--- src/logic/lsu_pkg.sv ---
package lsu_pkg;

    // load width codes (funct3 of the RV32I load opcode)
    localparam logic [2:0] funct3_lb  = 3'd0;   // signed byte
    localparam logic [2:0] funct3_lh  = 3'd1;   // signed halfword
    localparam logic [2:0] funct3_lw  = 3'd2;   // full word
    localparam logic [2:0] funct3_lbu = 3'd4;   // unsigned byte
    localparam logic [2:0] funct3_lhu = 3'd5;   // unsigned halfword

    // store width codes (funct3 of the RV32I store opcode)
    localparam logic [2:0] funct3_sb  = 3'd0;   // byte
    localparam logic [2:0] funct3_sh  = 3'd1;   // halfword
    localparam logic [2:0] funct3_sw  = 3'd2;   // word

    // One memory word. Lane n of the byte view sits at bits 8n+7:8n,
    // halfword n sits at bits 16n+15:16n, little endian like the core.
    typedef union packed {
        logic [3:0][7:0]  bytes;    // lane view
        logic [1:0][15:0] halves;   // halfword view
    } mem_word_t;

endpackage

--- src/logic/mem_port_if.sv ---
interface mem_port_if #(
    parameter int addr_width = 6
);
    import lsu_pkg::*;

    logic                  req;         // one-cycle request strobe
    logic                  we;          // masked write enable
    logic [addr_width-1:0] word_addr;
    logic [3:0]            byte_mask;   // one bit per lane
    mem_word_t             wdata;       // replicated store data
    logic [2:0]            funct3;      // width code, kept for the aligner
    logic [1:0]            lane;        // address bits 1:0
    logic                  is_load;
    logic                  fault;       // misaligned or unknown store
    mem_word_t             rdata;       // registered read word

    modport producer (
        output req, we, word_addr, byte_mask, wdata, funct3, lane, is_load, fault
    );

    modport buffer (
        input  req, we, word_addr, byte_mask, wdata,
        output rdata
    );

    modport consumer (
        input funct3, lane, is_load, fault, req, rdata
    );

endinterface

--- src/logic/store_formatter.sv ---
module store_formatter #(
    parameter int addr_width = 6
) (
    input  logic                  clk,
    input  logic                  rst_n,
    input  logic                  mem_read,
    input  logic                  mem_write,
    input  logic [2:0]            funct3,
    input  logic [addr_width+1:0] address,
    input  logic [31:0]           store_data,
    mem_port_if.producer          port
);
    import lsu_pkg::*;

    logic [3:0]  mask_next;
    logic [31:0] data_next;
    logic        store_bad;

    // lane replication and write mask for a store
    always_comb begin
        mask_next = 4'b0000;
        data_next = store_data;
        case (funct3)
            funct3_sb: begin
                data_next = {4{store_data[7:0]}};
                mask_next = 4'b0001 << address[1:0];    // one bit per lane
            end
            funct3_sh: begin
                data_next = {2{store_data[15:0]}};
                if (!address[0]) begin
                    mask_next = address[1] ? 4'b1100 : 4'b0011;
                end
            end
            funct3_sw: begin
                if (address[1:0] == 2'b00) begin
                    mask_next = 4'b1111;
                end
            end
            default: begin
                data_next = 32'h0000_0000;  // unknown width, nothing written
            end
        endcase
    end

    assign store_bad = (mask_next == 4'b0000);  // empty mask means a faulted store

    always_ff @(posedge clk) begin
        if (!rst_n) begin
            port.req     <= 1'b0;
            port.we      <= 1'b0;
            port.is_load <= 1'b0;
            port.fault   <= 1'b0;
        end else begin
            port.req     <= mem_read | mem_write;
            port.we      <= mem_write & ~store_bad;
            port.is_load <= mem_read;
            port.fault   <= mem_write & store_bad;
        end
    end

    // payload, only meaningful alongside req
    always_ff @(posedge clk) begin
        if (mem_read || mem_write) begin
            port.word_addr <= address[addr_width+1:2];
            port.lane      <= address[1:0];
            port.funct3    <= funct3;
            port.byte_mask <= mem_write ? mask_next : 4'b0000;
            port.wdata     <= data_next;
        end
    end

endmodule

--- src/logic/data_memory.sv ---
module data_memory #(
    parameter int addr_width = 6
) (
    input  logic       clk,
    mem_port_if.buffer port
);
    import lsu_pkg::*;

    localparam int depth = 2 ** addr_width;

    mem_word_t mem [depth];     // contents undefined until written

    // byte-masked write, one lane at a time
    always_ff @(posedge clk) begin
        if (port.req && port.we) begin
            for (int i = 0; i < 4; i++) begin
                if (port.byte_mask[i]) begin
                    mem[port.word_addr].bytes[i] <= port.wdata.bytes[i];
                end
            end
        end
    end

    // Whole word read on every request, stores included. A store in the
    // previous cycle has already landed, so a load right behind it sees
    // the new bytes.
    always_ff @(posedge clk) begin
        if (port.req) begin
            port.rdata <= mem[port.word_addr];
        end
    end

endmodule

--- src/logic/load_aligner.sv ---
module load_aligner (
    input  logic           clk,
    input  logic           rst_n,
    mem_port_if.consumer   port,
    output logic           load_valid,
    output logic [31:0]    load_data,
    output logic           store_done,
    output logic           store_fault
);
    import lsu_pkg::*;

    logic        req_q;         // request now has rdata
    logic        is_load_q;
    logic        fault_q;
    logic [1:0]  lane_q;
    logic [2:0]  funct3_q;
    logic [7:0]  byte_sel;
    logic [15:0] half_sel;
    logic [31:0] load_next;

    always_ff @(posedge clk) begin
        if (!rst_n) begin
            req_q <= 1'b0;
        end else begin
            req_q <= port.req;
        end
    end

    // side info follows the request into the rdata cycle
    always_ff @(posedge clk) begin
        if (port.req) begin
            is_load_q <= port.is_load;
            fault_q   <= port.fault;
            lane_q    <= port.lane;
            funct3_q  <= port.funct3;
        end
    end

    assign byte_sel = port.rdata.bytes[lane_q];
    assign half_sel = port.rdata.halves[lane_q[1]];    // bit 0 ignored for halfwords

    always_comb begin
        case (funct3_q)
            funct3_lb:  load_next = {{24{byte_sel[7]}}, byte_sel};
            funct3_lbu: load_next = {24'h00_0000, byte_sel};
            funct3_lh:  load_next = {{16{half_sel[15]}}, half_sel};
            funct3_lhu: load_next = {16'h0000, half_sel};
            funct3_lw:  load_next = port.rdata;
            default:    load_next = 32'h0000_0000;  // unknown width reads as zero
        endcase
    end

    always_ff @(posedge clk) begin
        if (!rst_n) begin
            load_valid  <= 1'b0;
            store_done  <= 1'b0;
            store_fault <= 1'b0;
        end else begin
            load_valid  <= req_q & is_load_q;
            store_done  <= req_q & ~is_load_q & ~fault_q;
            store_fault <= req_q & ~is_load_q & fault_q;
        end
    end

    always_ff @(posedge clk) begin
        if (req_q && is_load_q) begin
            load_data <= load_next;     // held until the next load
        end
    end

endmodule

--- src/logic/lsu_top.sv ---
module lsu_top #(
    parameter int addr_width = 6
) (
    input  logic                  clk,
    input  logic                  rst_n,
    input  logic                  mem_read,
    input  logic                  mem_write,
    input  logic [2:0]            funct3,
    input  logic [addr_width+1:0] address,     // byte address
    input  logic [31:0]           store_data,
    output logic                  load_valid,
    output logic [31:0]           load_data,
    output logic                  store_done,
    output logic                  store_fault
);

    mem_port_if #(
        .addr_width (addr_width)
    ) mem_port ();

    store_formatter #(
        .addr_width (addr_width)
    ) store_formatter_i (
        .clk        (clk),
        .rst_n      (rst_n),
        .mem_read   (mem_read),
        .mem_write  (mem_write),
        .funct3     (funct3),
        .address    (address),
        .store_data (store_data),
        .port       (mem_port.producer)
    );

    data_memory #(
        .addr_width (addr_width)
    ) data_memory_i (
        .clk  (clk),
        .port (mem_port.buffer)
    );

    load_aligner load_aligner_i (
        .clk         (clk),
        .rst_n       (rst_n),
        .port        (mem_port.consumer),
        .load_valid  (load_valid),
        .load_data   (load_data),
        .store_done  (store_done),
        .store_fault (store_fault)
    );

endmodule

--- config.mk ---
export PLATFORM = sky130hd
export DESIGN_NAME = lsu_top
export DESIGN_NICKNAME = d
export VERILOG_FILES = /design/src/logic/lsu_pkg.sv /design/src/logic/mem_port_if.sv /design/src/logic/store_formatter.sv /design/src/logic/data_memory.sv /design/src/logic/load_aligner.sv /design/src/logic/lsu_top.sv
export SDC_FILE = /design/constraint.sdc
export NUM_CORES = 2
export LEC_CHECK = 0
export BUFFER_PORTS_ARGS = -buffer_cell sky130_fd_sc_hd__buf_2
export CORE_ASPECT_RATIO = 1.4
export CORE_MARGIN = 2
export CORE_UTILIZATION = 45
export CTS_BUF_LIST = sky130_fd_sc_hd__clkbuf_8
export DETAILED_ROUTE_END_ITERATION = 6
export PLACE_DENSITY = 0.72
export SLEW_MARGIN = 10
export SYNTH_ARGS = -nofsm -noshare
export SYNTH_HDL_FRONTEND = slang
export SYNTH_SLANG_ARGS = --single-unit
--- constraint.sdc ---
create_clock -name clk -period 3.4 [get_ports clk]
set_input_delay 0.17 -clock clk [delete_from_list [all_inputs] [get_ports clk]]
set_output_delay 0.17 -clock clk [all_outputs]
set_load 0.005 [all_outputs]
# Word level (Yosys, flattened, before mapping)
# Memory sizes are Yosys's and may differ from the RTL's. A register that Yosys moved wholly into a read port is not among the register bits.
# Cells that the tools add are included.
[op_classes]
n_lt_le_gt_ge = 2
reduce_logical = 7
bitwise = 10
muxes = 22
shifts = 1
n_eq_ne = 6
[op_table]
columns = ["cell", "n"]
rows = [
  ["32-bit one-hot mux with 5 select lines", 1],
  ["32-bit one-hot mux with 3 select lines", 1],
  ["16-bit two-way mux", 2],
  ["8-bit binary-select mux with 2-bit select", 1],
  ["1-bit two-way mux", 12],
  ["4-bit two-way mux", 3],
  ["4-bit one-hot mux with 3 select lines", 1],
  ["8-bit two-way mux", 1],
  ["1-bit bitwise AND", 6],
  ["3-bit by 1-bit == test with 1-bit output, second input constant", 2],
  ["3-bit by 2-bit == test with 1-bit output, second input constant", 2],
  ["3-bit == test, second input constant", 2],
  ["3-bit logical NOT", 2],
  ["4-bit logical NOT", 1],
  ["1-bit by 2-bit left shift with 4-bit output, first input constant", 1],
  ["2-bit by 3-bit less-than comparator with 1-bit output, second input constant", 1],
  ["1-bit inverter", 3],
  ["1-bit logical AND", 2],
  ["2-bit logical NOT", 1],
  ["1-bit by 2-bit less-than comparator with 1-bit output, second input constant", 1],
  ["1-bit logical OR", 1],
  ["1-bit OR", 1],
]
[totals]
regBits = 94
wordCells = 67
ram_bits = 2048
in_bits = 47
mem_count = 1
[memory_table]
columns = ["memory", "words", "word_bits", "rd", "rd_ports_with_merged_regs", "wr", "line_no", "text"]
rows = [
  ["data_memory_i.mem", 64, 32, 1, 1, 1, "data_memory.sv:11", "mem_word_t mem [depth];"],
]

# Depth between registers and ports, before layout
[logic_depth]
depth_word = 6
ltp_mapped = 10

# Hierarchy
# Synthesis repeated with hierarchy kept, for this count alone.
[hier_totals]
cells_unflattened = 4910
hier_area_um2 = 84461.0
[by_module_without_submodules]
columns = ["module", "n_inst", "seq_area_each_um2", "cells_per_inst", "area_per_inst_um2"]
rows = [
  ["data_memory", 1, 62459.9, 4596, 80180.6],
  ["store_formatter", 1, 1491.4, 158, 2195.9],
  ["load_aligner", 1, 1251.2, 156, 2084.5],
]

# Least setup slack after synthesis
# OpenSTA, ideal clock, no wires.
[synth_timing]
path_kind = "flip-flop to flip-flop"
from = "reg store_formatter_i.port.req"
to = "mem data_memory_i.mem[12][16] in the netlist's numbering (enable)"
arrival_ps = 2246
setup_slack_ps = 783
period_less_slack_ps = 2617
setup_ps = 370
stages_incl_launch_ff = 4
path_buffers = 0
cell_sequence = "dfxtp_1 and3_1 nand3_1 nor2_1"
[synth_via]
elab_chain_cells = 3
[synth_lines]
columns = ["item", "line_no", "text"]
rows = [
  ["from (decl)", "mem_port_if.sv:18", "output req, we, word_addr, byte_mask, wdata, funct3, lane, is_load, fault"],
  ["from (signal assigned)", "store_formatter.sv:54", "port.req <= mem_read | mem_write;"],
  ["1-bit logical AND", "data_memory.sv:15", "if (port.req && port.we) begin"],
  ["1-bit two-way mux", "data_memory.sv:15", ""],
  ["1-bit two-way mux (not written as such)", "data_memory.sv:18", "mem[port.word_addr].bytes[i] <= port.wdata.bytes[i];"],
  ["to (decl)", "data_memory.sv:11", ""],
]
# Every way passes these cells.

# Worst setup path in the final report
[layout_timing]
from = "reg store_formatter_i.port.word_addr[2]"
to = "mem data_memory_i.mem[62][28] in the netlist's numbering (enable)"
[layout_lines]
columns = ["item", "line_no", "text"]
rows = [
  ["from (decl)", "mem_port_if.sv:18", ""],
  ["from (signal assigned)", "store_formatter.sv:64", "port.word_addr <= address[addr_width+1:2];"],
]
# No word-level cell before the write port.

==> results.cfg <==
[yosys]
ys_async_sr_fraction = 0
synth_xor_area_frac = 0
yosysWarnings = 0
syn_area_per_cell_um2 = 19.10
synth-seq-area-share = 0.7828
ys_ff_latch = 2174
syn_area_um2 = 83290
synth-edff-count = 2166
muxShareOfSynthArea = 0.1016
synth_fp_nets = 4407
yosys.area_share.simple = 0.03117
synth_compound_area_frac = 0.06722
synthAdderAreaFrac = 0
syn_inst = 4360
synth-main-ff-cell = edfxtp_1
yosys.cell_types.count = 53
synth_top_family_by_area = multiplexers

[worst_setup_path]
crit_top_cell = buf_4
crit_slowest_cell = edfxtp_1
cp-end-kind = flop
cp_top_family = simple AND/OR/NAND/NOR gates
timing.critical_path.buf_inv = 3
rrSetupSlack_ps = 250
cp-start-kind = flop
crit_type = flop to flop
cp.required_ps = 4110
critPathArrivalTime_ps = 3860
critPathMaxFanout = 30
cp_slowest_stage_delay_ps = 650
worstPathCellList = buf_4 > and3b_2 > buf_4 > nand2_1 > nor2_1 > buf_4

[sta]
worst_pin_slew_ps = 1110
setup_viol = 0
fmax_ghz = 0.3175
fin_skew_ps = 79.65
relSlewSlack = 0.2599
slew_violations = 0
fin_tns_setup_ps = 0
period_share = 0.9263
grt_setup_unrepaired = no
post-route-min-period_ps = 3149
finalHoldViolations = 0

[global_route]
gr-total-overflow = 0
grt_start_max_net_pins = 119
grt_usage = 0.2262
grt_pass1_vias = 45850
grt_pass1_wl_um = 310500
antenna_found_initial = 9

[pwr]
seqPwrFrac = 0.550
power.leakage_nw = 29.45
max-vdd-ir-drop_uv = 547.7
p_per_area_nw_per_um2 = 575.8
power_w = 0.05502
p_int_w = 0.04208
net-switching-power_w = 0.01294
combinationalPowerShare = 0.083
clkPwrFrac = 0.367
p_sw_frac = 0.2352

[clocking]
cts_tree = yes
htree_levels = 5
numCtsBuffers = 325
cts-root-buf = clkbuf_8
post_cts_buffers = 0
worstSkewPairLatency_ps = 1070
hold_buffers = 75
cts.sinks = 2174
clockBufferDepth = 4
cts_resized = 0
path_clk_slew_ps = 60

[floorplan]
die_h_um = 513.0
rows = 186
die_w_um = 367.6
top_level_ports = 82
coreArea_um2 = 183600
initial_utilization = 0.4536
dieArea_um2 = 188600

[routing]
vias = 46000
wl_um = 216400
ant_nets = 0
via_per_inst = 6.029
wl_per_cell_um = 28.36
drc = 0
drtIter0Drc = 5520
drt-pass1-iter-count = 6

[placement]
hpwl_um = 137100
routabilityCongestion = 0.9076
io_buffers = 81

[outcome]
status = finished clean

[cells_and_area]
syn_to_final_growth_pct = 14.72
layout_commonest_cell = edfxtp_1
layout-drive-gt1-share = 0.2262
post-route-util = 0.5204
fill_cells = 14020
final_nets = 4999
final_cell_mix = edfxtp_1 (2166), nor2_1 (399), buf_4 (378), clkbuf_8 (332), mux2i_1 (263)

[hold_path]
hold_path_class = input port to flop

[job]
max_cap_viol_count = 0
cells in the mapped netlist (all sizes together) (15+ instances only):
cell type	number	share of area
a21o	16	0.0014
a21oi	58	0.0035
a221oi	247	0.026
a22oi	163	0.015
and2	17	0.0013
buf	150	0.010
clkbuf	145	0.0065
edfxtp	2166	0.78
mux2i	263	0.032
mux4	256	0.069
nand2	67	0.0030
nand3	19	0.0011
nand4	31	0.0023
nor2	402	0.018
nor2b	15	0.0011
o211ai	61	0.0055
o21ai	65	0.0039
o22ai	127	0.0095
final cells by class:
class,instances,area (um2),area share
clock inverters,225,1440,0.01507
diodes,4,10.01,0.0001048
inverters,5,26.28,0.0002750
flip-flops and latches,2174,65200,0.6824
well taps,2444,3058,0.03200
multi-input cells,1886,16730,0.1751
clock buffers,332,4569,0.04782
repair buffers,560,4514,0.04724
power by group through the flow:
stage	registers (W)	clock network, W	logic [W]
6_report	0.0303	0.0202	0.00454
5_1_grt	0.0303	0.0215	0.00478
4_1_cts	0.0303	0.0204	0.00453
3_5_place_dp	0.0308	0	0.00446
3_3_place_gp	0.0308	0	0.00436
2_1_floorplan	0.0310	0	0.00241
metal layers:
| layer | GRT usage | up-vias | routed length [um] |
|---|---|---|---|
| li1 | - | 19270 | - |
| met1 | 0.2832 | 23500 | 76920 |
| met2 | 0.3726 | 2692 | 106300 |
| met3 | 0.04458 | 531 | 20820 |
| met4 | 0.1203 | 6 | 12310 |
| met5 | 0 | - | 41 |
worst paths after layout:
path	start	to	cells past startpoint
max reg2reg	store_formatter_i.port.word_addr[2]	data_memory_i.mem[62][28]	6
min reg2reg	store_formatter_i.port.fault	load_aligner_i.fault_q	0
min	address[4]	store_formatter_i.port.word_addr[2]	2
max	store_formatter_i.port.word_addr[2]	data_memory_i.mem[62][28]	6
kinds of logic after synthesis:
family | after synthesis
compound gates | 762
buf+inv | 300
flops | 2174
mux | 525
simple gates | 599
per-stage QoR:
stage	cell area [um2]	hold WS (ps)	setup slack (ps)	std cells
after floorplan	83290	268.9	783.5	4360
after global placement	88780	351.3	372.8	6994
after detailed placement	88780	348.8	324.8	6994
after CTS	95540	0.4543	318.8	7626
after global routing	95550	34.08	254.2	7627
final	95550	101.2	250.5	7630
registers in the layout (all words and copies together) (netlist names):
signal and flops:
load_aligner_i.store_fault 1, load_aligner_i.store_done 1, store_formatter_i.port.funct3 3, store_formatter_i.port.lane 2, store_formatter_i.port.wdata 32, store_formatter_i.port.req 1, store_formatter_i.port.word_addr 6, load_aligner_i.fault_q 1
store_formatter_i.port.fault 1, data_memory_i.mem 2048, store_formatter_i.port.we 1, load_aligner_i.is_load_q 1, load_aligner_i.req_q 1, data_memory_i.port.rdata 32, load_aligner_i.lane_q 2, store_formatter_i.port.is_load 1
load_aligner_i.load_valid 1, load_aligner_i.funct3_q 3, load_aligner_i.load_data 32, store_formatter_i.port.byte_mask 4
worst register-to-register path, cell delays in order, from the launching register on:
cell and delay [ps]:
edfxtp_1 650, buf_4 260, and3b_2 290, buf_4 440, nand2_1 640, nor2_1 340, buf_4 230
Note: power is estimated with default switching activity, not from simulation.
